### src/hw/pipeCtrlPkg.sv
package pipeCtrlPkg;

    // register number, r0 is hardwired zero
    typedef logic [4:0] regAddrT;

    // tnew / tuse in cycles
    typedef logic [1:0] timeT;

    // instruction classes seen at D
    typedef enum logic [2:0] {
        ALU,
        LOAD,
        STORE,
        MD,
        MFMD,
        ERET
    } instrClassT;

    // decoded instruction waiting in D
    typedef struct packed {
        instrClassT instrClass;
        logic       useRs;
        logic       useRt;
        regAddrT    rs;
        regAddrT    rt;
        timeT       tuseRs;
        timeT       tuseRt;
        logic       regWEn;
        regAddrT    regWAddr;
        // cycles until result ready, counted from E
        timeT       tnew;
    } decodedInstrT;

    // one in-flight register write
    typedef struct packed {
        logic    valid;
        logic    regWEn;
        regAddrT regWAddr;
        timeT    tnew;
    } stageRecT;

    // enables, stalls and clears for the core
    typedef struct packed {
        logic enPc;
        logic enMd;
        logic enD;
        logic enGrf;
        logic stallD;
        logic stallE;
        logic stallM;
        logic stallW;
        logic clearD;
        logic clearE;
        logic clearM;
        logic clearW;
    } ctrlVecT;

    // multiply-divide busy time after start
    localparam int MD_LATENCY = 5;
    localparam int MD_CNT_W   = $clog2(MD_LATENCY + 1);

    // control vectors, highest priority first
    localparam ctrlVecT CTRL_FLUSH   = 12'b1001_0000_1111;
    localparam ctrlVecT CTRL_MEMWAIT = 12'b0111_1111_0000;
    localparam ctrlVecT CTRL_HAZARD  = 12'b0111_1000_0100;
    localparam ctrlVecT CTRL_RUN     = 12'b1111_0000_0000;

endpackage

### src/hw/excLevelReg.sv
`timescale 1ns/1ps

module excLevelReg (
    input  logic clk,
    input  logic rstN,
    input  logic excReq,
    input  logic eretAccept,
    output logic exl,
    output logic flush
);

    // exl set on entry, dropped by eret
    // flush pulses for the cycle after either event
    always_ff @(posedge clk or negedge rstN) begin
        if (!rstN) begin
            exl   <= 1'b0;
            flush <= 1'b0;
        end else begin
            if (excReq) begin
                // exception has priority over a same-cycle eret
                exl   <= 1'b1;
                flush <= 1'b1;
            end else if (eretAccept) begin
                exl   <= 1'b0;
                flush <= 1'b1;
            end else begin
                flush <= 1'b0;
            end
        end
    end

endmodule

### src/hw/hazardCtrl.sv
`timescale 1ns/1ps

module hazardCtrl
    import pipeCtrlPkg::*;
(
    input  logic         clk,
    input  logic         rstN,
    input  logic         instrValid,
    input  decodedInstrT instr,
    input  logic         busyI,
    input  logic         busyD,
    input  logic         excReq,
    output logic         instrReady,
    output ctrlVecT      ctrl,
    output logic         exl,
    output logic         busyMd
);

    // in-flight write records checked at D
    stageRecT recE;
    stageRecT recM;
    // hazard and arbiter handshake
    logic waitReg;
    logic waitMd;
    logic flush;
    logic accept;
    // class-qualified accepts
    logic mdStart;
    logic eretAccept;

    assign mdStart    = accept && (instr.instrClass == MD);
    assign eretAccept = accept && (instr.instrClass == ERET);

    // W record kept for pipeline alignment only
    stageTracker tracker (
        .clk(clk), .rstN(rstN), .ctrl(ctrl), .accept(accept), .instr(instr),
        .recE(recE), .recM(recM), .recW()
    );

    hazardDetect detect (
        .instr(instr), .instrValid(instrValid), .recE(recE), .recM(recM),
        .busyMd(busyMd), .waitReg(waitReg), .waitMd(waitMd)
    );

    mulDivTimer mdTimer (
        .clk(clk), .rstN(rstN), .start(mdStart), .busyMd(busyMd)
    );

    excLevelReg exlReg (
        .clk(clk), .rstN(rstN), .excReq(excReq), .eretAccept(eretAccept),
        .exl(exl), .flush(flush)
    );

    stallArbiter arbiter (
        .flush(flush), .busyI(busyI), .busyD(busyD), .waitReg(waitReg),
        .waitMd(waitMd), .instrValid(instrValid), .ctrl(ctrl),
        .instrReady(instrReady), .accept(accept)
    );

endmodule

### src/hw/hazardDetect.sv
`timescale 1ns/1ps

module hazardDetect
    import pipeCtrlPkg::*;
(
    input  decodedInstrT instr,
    input  logic         instrValid,
    input  stageRecT     recE,
    input  stageRecT     recM,
    input  logic         busyMd,
    output logic         waitReg,
    output logic         waitMd
);

    // per-operand stall requests
    logic waitRs;
    logic waitRt;
    // instruction needs the multiply-divide unit
    logic usesMd;

    // record writes addr and will not be ready in time
    function automatic logic recHit(
        input stageRecT rec,
        input regAddrT  addr,
        input timeT     tuse
    );
        return rec.valid && rec.regWEn && (rec.regWAddr == addr) && (rec.tnew > tuse);
    endfunction

    always_comb begin
        // r0 reads never wait
        waitRs = instr.useRs && (instr.rs != '0)
                 && (recHit(recE, instr.rs, instr.tuseRs)
                     || recHit(recM, instr.rs, instr.tuseRs));
        waitRt = instr.useRt && (instr.rt != '0)
                 && (recHit(recE, instr.rt, instr.tuseRt)
                     || recHit(recM, instr.rt, instr.tuseRt));

        // W is past the forwarding point, not checked
        waitReg = instrValid && (waitRs || waitRt);

        // both starting a new op and reading HI/LO must wait
        usesMd = (instr.instrClass == MD) || (instr.instrClass == MFMD);
        waitMd = instrValid && busyMd && usesMd;
    end

endmodule

### src/hw/mulDivTimer.sv
`timescale 1ns/1ps

module mulDivTimer
    import pipeCtrlPkg::*;
(
    input  logic clk,
    input  logic rstN,
    input  logic start,
    output logic busyMd
);

    // cycles left on the current operation
    logic [MD_CNT_W-1:0] remain;

    always_ff @(posedge clk or negedge rstN) begin
        if (!rstN) begin
            remain <= '0;
        end else if (start) begin
            // reload, busy from the next cycle
            remain <= MD_CNT_W'(MD_LATENCY);
        end else if (remain != '0) begin
            remain <= remain - 1'b1;
        end
    end

    // high for exactly MD_LATENCY cycles after start
    assign busyMd = (remain != '0);

endmodule

### src/hw/stageTracker.sv
`timescale 1ns/1ps

module stageTracker
    import pipeCtrlPkg::*;
(
    input  logic         clk,
    input  logic         rstN,
    input  ctrlVecT      ctrl,
    input  logic         accept,
    input  decodedInstrT instr,
    output stageRecT     recE,
    output stageRecT     recM,
    output stageRecT     recW
);

    // empty slot, never matches a reader
    localparam stageRecT BUBBLE = '0;

    // record built from the D-stage instruction
    stageRecT recD;

    // one stage of aging, tnew floors at zero
    function automatic stageRecT ageRec(input stageRecT rec);
        stageRecT aged;
        aged = rec;
        if (aged.tnew != '0) begin
            aged.tnew = aged.tnew - 1'b1;
        end
        return aged;
    endfunction

    // bubble unless the handshake completes this cycle
    always_comb begin
        recD = BUBBLE;
        if (accept) begin
            recD.valid    = 1'b1;
            recD.regWEn   = instr.regWEn;
            recD.regWAddr = instr.regWAddr;
            recD.tnew     = instr.tnew;
        end
    end

    // clear beats stall beats advance, per stage
    always_ff @(posedge clk or negedge rstN) begin
        if (!rstN) begin
            recE <= BUBBLE;
            recM <= BUBBLE;
            recW <= BUBBLE;
        end else begin
            // E enters with the decoded tnew, no aging yet
            if (ctrl.clearE) begin
                recE <= BUBBLE;
            end else if (!ctrl.stallE) begin
                recE <= recD;
            end
            // E to M
            if (ctrl.clearM) begin
                recM <= BUBBLE;
            end else if (!ctrl.stallM) begin
                recM <= ageRec(recE);
            end
            // M to W
            if (ctrl.clearW) begin
                recW <= BUBBLE;
            end else if (!ctrl.stallW) begin
                recW <= ageRec(recM);
            end
        end
    end

endmodule

### src/hw/stallArbiter.sv
`timescale 1ns/1ps

module stallArbiter
    import pipeCtrlPkg::*;
(
    input  logic    flush,
    input  logic    busyI,
    input  logic    busyD,
    input  logic    waitReg,
    input  logic    waitMd,
    input  logic    instrValid,
    output ctrlVecT ctrl,
    output logic    instrReady,
    output logic    accept
);

    // fetch stall and D-stage waits share one response
    logic holdD;

    always_comb begin
        holdD = waitMd || waitReg || busyI;

        // flush > data memory wait > D hold > run
        if (flush) begin
            ctrl = CTRL_FLUSH;
        end else if (busyD) begin
            // whole pipe frozen, hazards resolve later
            ctrl = CTRL_MEMWAIT;
        end else if (holdD) begin
            // keep D, bubble into E
            ctrl = CTRL_HAZARD;
        end else begin
            ctrl = CTRL_RUN;
        end

        // D only moves on in the run state
        instrReady = (ctrl == CTRL_RUN);
        accept     = instrReady && instrValid;
    end

endmodule

### config.mk
export PLATFORM = sky130hd
export DESIGN_NAME = hazardCtrl
export DESIGN_NICKNAME = d
export VERILOG_FILES = /design/src/hw/pipeCtrlPkg.sv /design/src/hw/excLevelReg.sv /design/src/hw/hazardCtrl.sv /design/src/hw/hazardDetect.sv /design/src/hw/mulDivTimer.sv /design/src/hw/stageTracker.sv /design/src/hw/stallArbiter.sv
export SDC_FILE = /design/constraint.sdc
export NUM_CORES = 1
export LEC_CHECK = 0
export BUFFER_PORTS_ARGS = -buffer_cell sky130_fd_sc_hd__buf_2
export CAP_MARGIN = 0
export CELL_PAD_IN_SITES_DETAIL_PLACEMENT = 1
export CELL_PAD_IN_SITES_GLOBAL_PLACEMENT = 1
export CORE_ASPECT_RATIO = 0.6
export CORE_MARGIN = 10
export CORE_UTILIZATION = 34
export CTS_CLUSTER_SIZE = 40
export DETAILED_ROUTE_END_ITERATION = 10
export PLACE_DENSITY = 0.73
export SYNTH_ARGS = -nofsm -noshare
export SYNTH_HDL_FRONTEND = slang
export SYNTH_SLANG_ARGS = --single-unit
### constraint.sdc
create_clock -name clk -period 2.3 [get_ports clk]
set_input_delay 0.46 -clock clk [delete_from_list [all_inputs] [get_ports clk]]
set_output_delay 0.46 -clock clk [all_outputs]
set_load 0.02 [all_outputs]
# [After elaboration in Yosys (flattened, before gate mapping)]
# Index checks and enable logic that the tools add are counted.
[op_classes] n_addsub=2 magnitude_cmp=4 n_eq_ne=10 muxes=15 n_reduce_logical=32
[op_table] operator="$mux 9" count=5
[op_table] operator="$mux 12" count=3
[op_table] operator="$eq 5x5->1" count=4
[op_table] operator="$logic_and 1x1->1" count=20
[op_table] operator="$eq 12x12->1 const B" count=1
[op_table] operator="$reduce_bool 5->1" count=2
[op_table] operator="$gt 2x2->1" count=4
[op_table] operator="$eq 3x3->1 const B" count=2
[op_table] operator="$logic_or 1x1->1" count=6
[op_table] operator="$mux 3" count=2
[op_table] operator="$reduce_bool 2->1" count=3
[op_table] operator="$mux 1" count=4
[op_table] operator="$ne 2x2->1 const B" count=2
[op_table] operator="$eq 3x2->1 const B" count=1
[op_table] operator="$reduce_bool 3->1" count=1
[op_table] operator="$sub 3x1->3 const B" count=1
[op_table] operator="$mux 2" count=1
[op_table] operator="$sub 2x1->2 const B" count=1
[totals] ff_bits=23 output_inout_bits=15 elab_cells=74

# [Depth between registers and ports, before layout]
# Gate-level depths: netlist (run 1).
[depth] depth_word=17 depth_mapped=10

# [By module]
# Synthesis (run 1) repeated with hierarchy kept, for this count alone.
[unflattened] hier_cells=203 hier_area_um2=1993.2
[modules_own_cells] mod="stageTracker" n_inst=1 cells_per_inst=100 area_each_um2=1137.3 seq_area_each_um2=675.6
[modules_own_cells] mod="hazardDetect" n_inst=1 cells_per_inst=63 area_each_um2=473.0 seq_area_each_um2=0.0
[modules_own_cells] mod="mulDivTimer" n_inst=1 cells_per_inst=16 area_each_um2=175.2 seq_area_each_um2=75.1
[modules_own_cells] mod="stallArbiter" n_inst=1 cells_per_inst=17 area_each_um2=120.1 seq_area_each_um2=0.0
[modules_own_cells] mod="excLevelReg" n_inst=1 cells_per_inst=5 area_each_um2=67.6 seq_area_each_um2=50.0
[modules_own_cells] mod="hazardCtrl" n_inst=1 cells_per_inst=2 area_each_um2=20.0 seq_area_each_um2=0.0

# [Worst setup path before layout (run 1)]
# No wires, ideal clock.
[synth_timing] kind="input to output" start="in instr[9] (netlist bit)" end="out instrReady" arrival_ns=2.110 required_ns=1.840 path_slack_ns=-0.270 cell_stages=8 cell_sequence="inv_1 ha_1 nor2b_1 o211ai_1 nor4_1 o221ai_1 nand3_1 a2111oi_2"
[synth_via] elab_chain_cells=12 elab_cells_between_ends=14 cone_classes="order compare (2); eq/ne (1); mux (3); reduce/logical (8)"
[synth_rtl] element="start, declared" line_no="hazardCtrl.sv:9" rtl="input decodedInstrT instr,"
[synth_rtl] element="$gt 2x2->1" line_no="hazardDetect.sv:27" rtl="return rec.valid && rec.regWEn && (rec.regWAddr == addr) && (rec.tnew > tuse);"
[synth_rtl] element="$logic_and 1x1->1" line_no="hazardDetect.sv:27"
[synth_rtl] element="$logic_or 1x1->1 *" line_no="hazardDetect.sv:37" rtl="|| recHit(recM, instr.rt, instr.tuseRt));"
[synth_rtl] element="$logic_and 1x1->1 *" line_no="hazardDetect.sv:36" rtl="&& (recHit(recE, instr.rt, instr.tuseRt)"
[synth_rtl] element="$logic_or 1x1->1 *" line_no="hazardDetect.sv:40" rtl="waitReg = instrValid && (waitRs || waitRt);"
[synth_rtl] element="$logic_and 1x1->1 *" line_no="hazardDetect.sv:40"
[synth_rtl] element="$logic_or 1x1->1 * (2 in series)" line_no="stallArbiter.sv:21" rtl="holdD = waitMd || waitReg || busyI;"
[synth_rtl] element="$mux 12 *" line_no="stallArbiter.sv:29" rtl="end else if (holdD) begin"
[synth_rtl] element="$mux 12 *" line_no="stallArbiter.sv:26" rtl="end else if (busyD) begin"
[synth_rtl] element="$mux 12 *" line_no="stallArbiter.sv:24" rtl="if (flush) begin"
[synth_rtl] element="$eq 12x12->1 *" line_no="stallArbiter.sv:37" rtl="instrReady = (ctrl == CTRL_RUN);"
[synth_rtl] element="end, declared" line_no="hazardCtrl.sv:13" rtl="output logic instrReady,"
# Mark *: on every way between the ends. The rest lies on a longest branch, timed or not.

# [Worst setup path in the final report (run 1)]
[layout_timing] start="reg, netlist name tracker.recE[1]" end="out instrReady"
[layout_via] elab_chain_cells=12 elab_cells_between_ends=16 cone_classes="order compare (2); eq/ne (1); mux (3); reduce/logical (10)"
[layout_rtl] element="$gt 2x2->1" line_no="hazardDetect.sv:27"
[layout_rtl] element="$logic_and 1x1->1" line_no="hazardDetect.sv:27"
[layout_rtl] element="$logic_or 1x1->1, on equally long branches" line_no="hazardDetect.sv:34, hazardDetect.sv:37"
[layout_rtl] element="$logic_and 1x1->1, on equally long branches" line_no="hazardDetect.sv:33, hazardDetect.sv:36"
[layout_rtl] element="$logic_or 1x1->1 *" line_no="hazardDetect.sv:40"
[layout_rtl] element="$logic_and 1x1->1 *" line_no="hazardDetect.sv:40"
[layout_rtl] element="$logic_or 1x1->1 * (2 in series)" line_no="stallArbiter.sv:21"
[layout_rtl] element="$mux 12 *" line_no="stallArbiter.sv:29"
[layout_rtl] element="$mux 12 *" line_no="stallArbiter.sv:26"
[layout_rtl] element="$mux 12 *" line_no="stallArbiter.sv:24"
[layout_rtl] element="$eq 12x12->1 *" line_no="stallArbiter.sv:37"
# Marks and branches as above.

==> results.sh, run 1 <==
export IMPL_async_flop_share_pct=100
export IMPL_p_sw_share_pct=33.0
export IMPL_avgSynthCellArea_um2=9.99
export IMPL_setup_violations_final=5
export IMPL_top_layer="met4"
export IMPL_clock_root_buffer="clkbuf_8"
export IMPL_coreArea_mm2=0.00426
export IMPL_postRouteAntennaNets=0
export IMPL_grt_pass1_vias=1600
export IMPL_rsz0062_at_grt="true"
export IMPL_ys_seq_area_share_pct=37.2
export IMPL_synth_edf_count=0
export IMPL_status="finished with violations"
export IMPL_r2r_slack_ps=-40
export IMPL_routed_wl_met3_um=305
export IMPL_tns_ps=-1990
export IMPL_fin_crit_sh_pct=122
export IMPL_synth_most_common_cell="dfrtp_1"
export IMPL_grt_pass1_wl_mm=8.44
export IMPL_multi_input_area_um2=977
export IMPL_hpwlAfterDp_mm=4.30
export IMPL_worst_slew_pin_slew_ps=535
export IMPL_layout_drive_gt1_share_pct=42.1
export IMPL_overflow=0
export IMPL_initial_core_util_pct=36.4
export IMPL_clock_tree_buffer_depth=2
export IMPL_pwr_share_clk_pct=22.1
export IMPL_slowest_delay_ps=470
export IMPL_syn_inst=155
export IMPL_clkTransAtPathRegs_ps=80
export IMPL_hold_path_class="primary input to asynchronous set/reset pin"
export IMPL_synthFlopType="dfrtp_1"
export IMPL_ys_warn_count=0
export IMPL_r2r_start="tracker.recE[1]"
export IMPL_cts_htree_levels=1
export IMPL_vias=1412
export IMPL_cts_sinks=23
export IMPL_slew_headroom_pct=64.3
export IMPL_syn_to_final_growth_pct=39.0
export IMPL_critPathCaptureType="output pin"
export IMPL_crit_arrival_ps=2340
export IMPL_die_area_mm2=0.00774
export IMPL_synth_seq_cells=23
export IMPL_routed_wl_met2_mm=2.59
export IMPL_layout_nets=260
export IMPL_seq_area_um2=578
export IMPL_routedWlPerCell_um=19.2
export IMPL_numCtsBuffers=3
export IMPL_internal_power_uw=764
export IMPL_synth_top_cell_by_area="dfrtp_1"
export IMPL_drt_met1_wl_mm=2.39
export IMPL_viasPerCell=5.12
export IMPL_layout_setup_ws_ps=-501
export IMPL_slew_viol_final=0
export IMPL_cpMaxStageDelayCell="dfrtp_2"
export IMPL_power_switching_uw=376
export IMPL_worstSetupStartpoint="tracker.recE[1]"
export IMPL_drt_iter0_drc=48
export IMPL_drc_errors=0
export IMPL_io_pins=48
export IMPL_pwr_density_cell_mw_per_mm2=530
export IMPL_finalPower_mw=1.14
export IMPL_die_h_um=72.3
export IMPL_finClkSkew_ps=3.90
export IMPL_fillers=505
export IMPL_violations="setup timing"
export IMPL_period_minus_slack_ps=2800
export IMPL_grt_start_max_net_pins=24
export IMPL_whs_ps=162
export IMPL_grtUsageTotal_pct=13.6
export IMPL_crit_path_cell_trace="ha_4 -> nor2b_4 -> o211ai_1 -> nor4_1 -> o221ai_1 -> buf_4 -> nand3_4 -> a2111oi_4 -> buf_4"
export IMPL_finalHoldViolCount=0
export IMPL_yosys_top_cells_area="dfrtp_1 (37%), ha_1 (8.1%), xnor2_1 (7.4%)"
export IMPL_io_buffers=46
export IMPL_critPathMaxFanout=3
export IMPL_drt_total_wl_mm=5.30
export IMPL_clk_latency_ps=260
export IMPL_startpoint_type="register"
export IMPL_max_freq_ghz=0.357
export IMPL_ir_worst_vdd_uv=278
export IMPL_drt_pass1_iterations=4
export IMPL_comb_power_share_pct=36.8
export IMPL_crit_path_frequent_cell="buf_4"
export IMPL_synth_common_cells="dfrtp_1 (23), nor2_1 (15), xnor2_1 (13)"
export IMPL_cap_violations=0
export IMPL_diodes=0
export IMPL_antenna_found_initial=0
export IMPL_place_gp_congestion=0.915
export IMPL_criticalPathCategory="register to output pin"
export IMPL_yosysTopAreaCellShare_pct=37.2
export IMPL_netlist_area_mm2=0.00155
export IMPL_syn_num_nets=198
export IMPL_cts_tree="built"
export IMPL_die_w_um=107
export IMPL_seqPwrFrac_pct=41.2
export IMPL_synth_cell_types=36
export IMPL_p_leak_nw=1.05
export IMPL_critPathRequiredTime_ps=1840
export IMPL_fp_row_count=18
## cell families (layout without fill, tap and decap cells)
group / count (synthesis) / count (layout) / share of synthesized area (%)
other: 1 / 1 / 0.242
AND/OR/NAND/NOR: 42 / 42 / 14.5
AO/OA/AOI/OAI: 29 / 29 / 14.9
flip-flops: 23 / 23 / 37.2
buffers and inverters: 21 / 82 / 8.00
multiplexers: 8 / 8 / 5.17
adder cells (fa/ha/maj): 10 / 10 / 8.08
XOR/XNOR: 21 / 21 / 11.9
## layout by cell type, fill, tap and decap left out, types with 2 or more instances in the layout
master	synthesis	routed
a21oi_1	4	4
and3_1	2	2
dfrtp_2	0	2
nor2b_4	0	3
buf_6	1	3
nor3b_1	2	2
nor2b_1	5	2
xor2_1	8	8
nand2_1	4	4
a22o_1	6	6
nand4_1	4	4
xnor2_1	13	13
a22o_2	2	2
ha_4	0	4
clkbuf_8	0	3
buf_4	7	23
nor4_2	0	2
mux2i_1	8	8
o211ai_1	4	4
a21o_1	4	4
nor4_1	4	2
inv_1	10	7
buf_2	0	42
a31o_4	0	2
nor2_1	15	15
ha_1	10	6
or4_1	2	2
dfrtp_1	23	21
o221ai_1	2	2
## routing by layer
metal,vias to the layer above,GRT usage [%]
met1,715,16.9
li1,665,-
met4,0,1.64
met3,2,3.88
met5,-,0
met2,30,23.5
## what timing repair did
item,CTS,global route
pin swaps,8,7
gates resized for setup,15,6
endpoints found under the setup margin,18,18
buffers inserted,4,0
hold endpoints to repair,0,0
hold buffers,0,0
## power groups by stage
stage | registers, mW | logic (mW) | clock network (mW)
final | 0.469 | 0.419 | 0.251
after global routing | 0.474 | 0.471 | 0.279
after CTS | 0.470 | 0.416 | 0.262
after detailed placement | 0.478 | 0.393 | 0
after global placement | 0.475 | 0.366 | 0
after floorplan | 0.471 | 0.245 | 0
## area by class of cell
class                           count  share of cell area [%]
Multi-Input combinational cell    111                    45.4
Tap cell                           60                    3.49
Clock buffer                        4                    2.09
Timing Repair Buffer               68                    19.3
Sequential cell                    23                    26.8
Inverter                           10                    2.85
## worst max-delay path, delay by kind of cell, from the launching register on
family	cells	cell delay, ps
DFF	1	470
and+or+nand+nor	3	290
buffers and inverters	2	370
adders and majority gates	1	240
AOI/OAI and AO/OA	3	710
## stage by stage
step	std cells	setup slack (ps)	cell area, um^2	util [%]
6_report	276	-501	2150	50.6
5_1_grt	276	-611	2150	50.6
4_1_cts	276	-500	2120	49.9
3_5_place_dp	268	-463	1990	46.9
3_3_place_gp	268	-445	1990	46.9
2_1_floorplan	155	-4.72	1640	-
## worst paths after layout
path                                   endpoint  cells past startpoint
worst min-delay path            tracker.recM[3]                      1
worst max register to register     exlReg.flush                      8
worst max-delay path                 instrReady                      9
worst min register to register       exlReg.exl                      2
min in group clk                tracker.recE[5]                      2
max in group asynchronous       tracker.recM[1]                      1
## registers in the layout (all words and copies together), names as in the netlist
register / flops
exlReg.flush: 1
tracker.recM: 9
tracker.recE: 9
mdTimer.remain: 3
exlReg.exl: 1
(Power assumes the default switching activity.)
==> run 2, diff against run 1 <==
--- a/config.mk
+++ b/config.mk
@@ -5,13 +5,13 @@
 export SDC_FILE = /design/constraint.sdc
 export NUM_CORES = 1
 export LEC_CHECK = 0
+export ABC_AREA = 1
 export BUFFER_PORTS_ARGS = -buffer_cell sky130_fd_sc_hd__buf_2
-export CAP_MARGIN = 0
 export CELL_PAD_IN_SITES_DETAIL_PLACEMENT = 1
 export CELL_PAD_IN_SITES_GLOBAL_PLACEMENT = 1
 export CORE_ASPECT_RATIO = 0.6
 export CORE_MARGIN = 10
-export CORE_UTILIZATION = 34
+export CORE_UTILIZATION = 33
 export CTS_CLUSTER_SIZE = 40
 export DETAILED_ROUTE_END_ITERATION = 10
 export PLACE_DENSITY = 0.73
==> results.sh, run 2 <==
export IMPL_status="finished with violations"
export IMPL_violations="setup timing"
export IMPL_synth_seq_cells=23
export IMPL_fp_row_count=20
export IMPL_ys_warn_count=0
export IMPL_hpwlAfterDp_mm=4.35
export IMPL_coreArea_mm2=0.00505
export IMPL_critPathMaxFanout=3
export IMPL_worst_slew_pin_slew_ps=580
export IMPL_postCtsHoldBufs=0
export IMPL_ir_worst_vdd_uv=306
export IMPL_place_gp_congestion=0.850
export IMPL_viasPerCell=4.59
export IMPL_initial_core_util_pct=34.0
export IMPL_tns_ps=-844
export IMPL_synthFlopType="dfrtp_1"
export IMPL_largestRegisters="tracker.recE (9), tracker.recM (9), mdTimer.remain (3)"
export IMPL_synth_xor_area_share_pct=4.08
export IMPL_clock_tree_buffer_depth=2
export IMPL_routedWlPerCell_um=15.1
export IMPL_synth_edf_count=0
export IMPL_layout_drive_gt1_share_pct=34.1
export IMPL_overflow=0
export IMPL_io_buffers=46
export IMPL_synth_common_cells="nand2_1 (65), inv_1 (47), dfrtp_1 (23)"
export IMPL_reg2reg_depth=15
export IMPL_setup_violations_final=4
export IMPL_numCtsBuffers=3
export IMPL_syn_to_final_growth_pct=26.1
export IMPL_p_leak_nw=1.17
export IMPL_grtUsageTotal_pct=12.5
export IMPL_hold_path_class="primary input to asynchronous set/reset pin"
export IMPL_synth_simple_area_share_pct=21.9
export IMPL_yosysTopAreaCellShare_pct=33.5
export IMPL_critPathCaptureType="output pin"
export IMPL_final_cell_mix="nand2_1 (61), buf_2 (44), inv_1 (43), dfrtp_1 (22), nor2_1 (17)"
export IMPL_avgSynthCellArea_um2=7.34
export IMPL_grt_pass1_vias=1732
export IMPL_r2r_slack_ps=140
export IMPL_layout_setup_ws_ps=-253
export IMPL_drt_pass1_iterations=4
export IMPL_postRouteAntennaNets=0
export IMPL_grt_start_max_net_pins=24
export IMPL_ys_seq_area_share_pct=33.5
export IMPL_r2r_start="tracker.recM[1]"
export IMPL_syn_num_nets=277
export IMPL_rsz0062_at_grt="true"
export IMPL_synth_top_cell_by_area="dfrtp_1"
export IMPL_synth_most_common_cell="nand2_1"
export IMPL_synth_compound_area_share_pct=17.2
export IMPL_clkTransAtPathRegs_ps=100
export IMPL_synth_mux_area_share_pct=0
export IMPL_vias=1622
export IMPL_yosys_top_cells_area="dfrtp_1 (34%), nand2_1 (14%), inv_1 (10%)"
export IMPL_die_w_um=113
export IMPL_syn_inst=234
export IMPL_synthAdderAreaFrac_pct=7.28
export IMPL_synth_cell_types=29
export IMPL_clock_root_buffer="clkbuf_8"
export IMPL_cap_violations=0
export IMPL_antenna_found_initial=0
export IMPL_drt_iter0_drc=58
export IMPL_layout_nets=331
export IMPL_async_flop_share_pct=100
export IMPL_grt_pass1_wl_mm=8.52
export IMPL_max_freq_ghz=0.392
export IMPL_period_minus_slack_ps=2550
export IMPL_finalHoldViolCount=0
export IMPL_die_h_um=75.9
export IMPL_crit_arrival_ps=2090
export IMPL_drc_errors=0
export IMPL_diodes=0
export IMPL_r2r_end="tracker.recE[1]"
export IMPL_finClkSkew_ps=10.0
export IMPL_die_area_mm2=0.00859
export IMPL_cts_sinks=23
export IMPL_final_util_pct=42.8
export IMPL_clk_latency_ps=280
export IMPL_netlist_area_mm2=0.00172
export IMPL_drt_total_wl_mm=5.35
export IMPL_layout_commonest_cell="nand2_1"
export IMPL_critPathRequiredTime_ps=1840
export IMPL_fin_crit_sh_pct=111
export IMPL_pwr_density_cell_mw_per_mm2=527
export IMPL_io_pins=48
export IMPL_startpoint_type="register"
export IMPL_synth_top_family_by_area="simple AND/OR/NAND/NOR gates"
export IMPL_slew_headroom_pct=61.3
export IMPL_slew_viol_final=0
export IMPL_cts_htree_levels=1
export IMPL_cts_tree="built"
export IMPL_criticalPathCategory="register to output pin"
==> run 2: cell types whose count changed in the layout (fill, tap and decap cells not counted), sizes merged, moves of 5 or more <==
| cell | before | now |
|---|---|---|
| xnor2 | 13 | 4 |
| nor2 | 15 | 21 |
| mux2i | 8 | 0 |
| inv | 10 | 53 |
| o21bai | 0 | 5 |
| nand2 | 4 | 65 |
| o22ai | 0 | 13 |
| buf | 68 | 58 |
| nor2b | 5 | 0 |
| a22o | 8 | 0 |
| o21ai | 1 | 11 |
==> run 2: layout make-up <==
type,count,area [um^2]
fillers,671,2890
multi-input cells,148,926
flip-flops and latches,23,577
repair buffers,58,329
inverters,54,203
well taps,66,82.6
clock buffers,3,41.3
clock inverters,1,7.51
==> run 2: what timing repair did <==
| action | 4_1_cts | 5_1_grt |
|---|---|---|
| buffers inserted | 3 | 2 |
| setup endpoints to repair | 4 | 13 |
| gates resized for setup | 10 | 9 |
| pin swaps | 5 | 7 |
==> run 2: how the worst max path moves through the flow <==
stage | from | to | slack, ps | cells after the start
5_1_grt | tracker.recM[1] | ctrl[7] | -430 | 13
3_5_place_dp | instr[9] | ctrl[7] | -200 | 16
3_3_place_gp | instr[9] | ctrl[7] | -150 | 16
6_report | tracker.recM[1] | ctrl[7] | -250 | 15
4_1_cts | tracker.recM[1] | ctrl[7] | -240 | 13
2_1_floorplan | instr[11] | ctrl[7] | 4 | 12
==> run 2: power breakdown <==
group          total (mW)  internal (mW)  switching, mW
Combinational       0.406          0.181          0.225
Sequential          0.461          0.441         0.0200
Clock               0.274          0.123          0.151
Total                1.14          0.745          0.396
==> run 2: critical path, cell delays in order (launching register included) <==
cell	delay, ps
dfrtp_1	450
ha_4	300
nand2_2	60
inv_2	50
nor2_1	30
nand2_1	80
nor2_1	50
nand2_1	70
nand2_1	60
nand2_2	70
nand2_2	60
o21ai_2	140
nand2_2	90
o21ai_2	120
inv_1	40
buf_2	150
==> run 2: through the flow <==
step	hold slack [ps]	area, um^2	cells	total power [mW]	setup slack [ps]
2_1_floorplan	164	1720	234	0.737	3.53
3_3_place_gp	477	2020	344	0.852	-148
3_5_place_dp	479	2020	344	0.863	-203
4_1_cts	187	2130	351	1.15	-241
5_1_grt	201	2170	353	1.23	-426
6_report	171	2170	353	1.14	-253
==> run 2: cell families after synthesis <==
| family | after synthesis |
|---|---|
| buffers and inverters | 63 |
| adder cells (fa/ha/maj) | 10 |
| XOR/XNOR | 8 |
| flip-flops | 23 |
| AND/OR/NAND/NOR | 93 |
| AO/OA/AOI/OAI | 36 |
| other | 1 |
==> run 2: metal layers <==
metal	routed length (um)	GRT usage, %
met1	2670	16.2
met2	2340	20.4
met3	310	3.93
met4	30	2.10
met5	0	0
==> run 3, diff against run 2 <==
==> constraint.sdc (replaced) <==
create_clock -name clk -period 2.24 [get_ports clk]
set_input_delay 0.448 -clock clk [delete_from_list [all_inputs] [get_ports clk]]
set_output_delay 0.448 -clock clk [all_outputs]
set_load 0.02 [all_outputs]
==> results.sh, run 3 (synthesis gave the netlist of run 2 again) <==
export IMPL_layout_commonest_cell="nand2_1"
export IMPL_status="finished with violations"
export IMPL_worstSetupStartpoint="tracker.recM[1]"
export IMPL_hold_path_class="primary input to asynchronous set/reset pin"
export IMPL_diodes=0
export IMPL_finClkSkew_ps=2.59
export IMPL_cts_sinks=23
export IMPL_max_freq_ghz=0.394
export IMPL_hpwlAfterDp_mm=4.27
export IMPL_pwr_density_cell_mw_per_mm2=537
export IMPL_fin_crit_sh_pct=113
export IMPL_cap_violations=0
export IMPL_setup_violations_final=4
export IMPL_cts_htree_levels=1
export IMPL_whs_ps=152
export IMPL_routedWlPerCell_um=14.9
export IMPL_startpoint_type="register"
export IMPL_grt_pass1_vias=1712
export IMPL_r2r_end="mdTimer.remain[0]"
export IMPL_critPathRequiredTime_ps=1790
export IMPL_io_pins=48
export IMPL_layout_setup_ws_ps=-297
export IMPL_initial_core_util_pct=34.0
export IMPL_crit_arrival_ps=2090
export IMPL_place_gp_congestion=0.844
export IMPL_layout_drive_gt1_share_pct=33.3
export IMPL_die_h_um=75.9
export IMPL_postRouteAntennaNets=0
export IMPL_r2r_start="tracker.recM[1]"
export IMPL_violations="setup timing"
export IMPL_final_cells=354
export IMPL_slew_viol_final=0
export IMPL_clkTransAtPathRegs_ps=90
export IMPL_coreArea_mm2=0.00505
export IMPL_crit_path_frequent_cell="nor2_1"
export IMPL_slew_headroom_pct=62.8
export IMPL_p_leak_nw=1.17
export IMPL_grt_pass1_wl_mm=8.75
export IMPL_crit_path_cell_trace="ha_1 -> inv_1 -> o21bai_1 -> nand3b_1 -> nor2_1 -> nor2_1 -> nor2_2 -> o21ai_2 -> nand2_2 -> o21ai_4 -> inv_2 -> buf_6"
export IMPL_fillers=654
export IMPL_numCtsBuffers=3
export IMPL_worst_slew_pin_slew_ps=558
export IMPL_die_w_um=113
export IMPL_r2r_slack_ps=130
export IMPL_overflow=0
export IMPL_clock_tree_buffer_depth=2
export IMPL_grtUsageTotal_pct=12.8
export IMPL_dp_cells=349
export IMPL_antenna_found_initial=0
export IMPL_finish_instance_area_mm2=0.00219
export IMPL_drc_errors=0
export IMPL_crit_path_end="ctrl[7]"
export IMPL_critPathCaptureType="output pin"
export IMPL_io_buffers=46
export IMPL_finalHoldViolCount=0
export IMPL_ir_worst_vdd_uv=387
export IMPL_syn_to_final_growth_pct=27.7
export IMPL_reg2reg_depth=12
export IMPL_cpMaxStageDelayCell="dfrtp_2"
export IMPL_die_area_mm2=0.00859
export IMPL_final_util_pct=43.4
export IMPL_clk_latency_ps=270
export IMPL_criticalPathCategory="register to output pin"
export IMPL_clock_root_buffer="clkbuf_8"
export IMPL_final_cell_mix="nand2_1 (61), inv_1 (45), buf_2 (42), dfrtp_1 (21), nor2_1 (18)"
export IMPL_drt_iter0_drc=60
export IMPL_dpl_cell_area_mm2=0.00206
export IMPL_grt_start_max_net_pins=24
export IMPL_vias=1602
export IMPL_largestRegisters="tracker.recE (9), tracker.recM (9), mdTimer.remain (3)"
export IMPL_drt_total_wl_mm=5.27
export IMPL_cts_tree="built"
export IMPL_slowest_delay_ps=450
export IMPL_drt_pass1_iterations=4
export IMPL_critPathMaxFanout=3
export IMPL_rsz0062_at_grt="true"
export IMPL_viasPerCell=4.53
export IMPL_period_minus_slack_ps=2540
export IMPL_layout_nets=332
export IMPL_fp_row_count=20
[run 3: changes by cell type in the layout (fill, tap and decap cells not counted), moves of 2 or more]
cell | previous run | this run
buf_2 | 44 | 42
inv_1 | 43 | 45
buf_4 | 13 | 15
inv_2 | 10 | 8
[run 3: worst max-delay path, delay by kind of cell (launching register included)]
| kind | cells | cell delay (ps) |
|---|---|---|
| and+or+nand+nor | 5 | 450 |
| adders and majority gates | 1 | 300 |
| AOI/OAI and AO/OA | 3 | 370 |
| buffers and inverters | 3 | 230 |
| DFF | 1 | 450 |
[run 3: how the worst min path moves through the flow]
stage,startpoint,to
finish,rstN,tracker.recE[6]
global route,rstN,tracker.recE[4]
CTS,rstN,tracker.recE[6]
detailed placement,rstN,tracker.recM[4]
global placement,tracker.recM[7],tracker.recM[7]
floorplan,rstN,exlReg.exl
[run 3: repair_timing]
item                                   CTS  global route
pin swaps                                6             1
hold buffers                             0             0
endpoints found under the hold margin    0             0
setup endpoints to repair                4            12
gates cloned                             0             0
buffers inserted                         1             0
gates resized for setup                 15             4
[run 3: stage by stage]
step / total power [mW] / setup WS (ps) / TNS, ps
final: 1.18 / -297 / -1030
after global routing: 1.26 / -437 / -1760
after CTS: 1.20 / -302 / -1100
after detailed placement: 0.895 / -269 / -904
after global placement: 0.881 / -212 / -719
after floorplan: 0.758 / 14.5 / 0
[run 3: layout make-up]
type / instances / area, um^2 / share of cell area [%]
clock buffers: 3 / 41.3 / 1.88
clock inverters: 1 / 7.51 / 0.342
inverters: 54 / 203 / 9.24
multi-input cells: 148 / 936 / 42.7
flip-flops and latches: 23 / 578 / 26.4
well taps: 66 / 82.6 / 3.76
repair buffers: 59 / 345 / 15.7
[run 3: power breakdown]
group	internal (mW)	total, mW	switching, mW	leakage, nW
clock network	0.126	0.280	0.153	0.0217
registers	0.452	0.471	0.0189	0.302
logic	0.191	0.427	0.236	0.846
total	0.770	1.18	0.408	1.17
[run 3: routing by layer]
layer  vias up  GRT usage [%]  part of all wire (%)
met3         5           3.77                   6.2
met4         0           1.68                  0.28
met2        36           20.2                    44
met1       738           17.4                    50
met5         -              0                     0
li1        823              -                     -
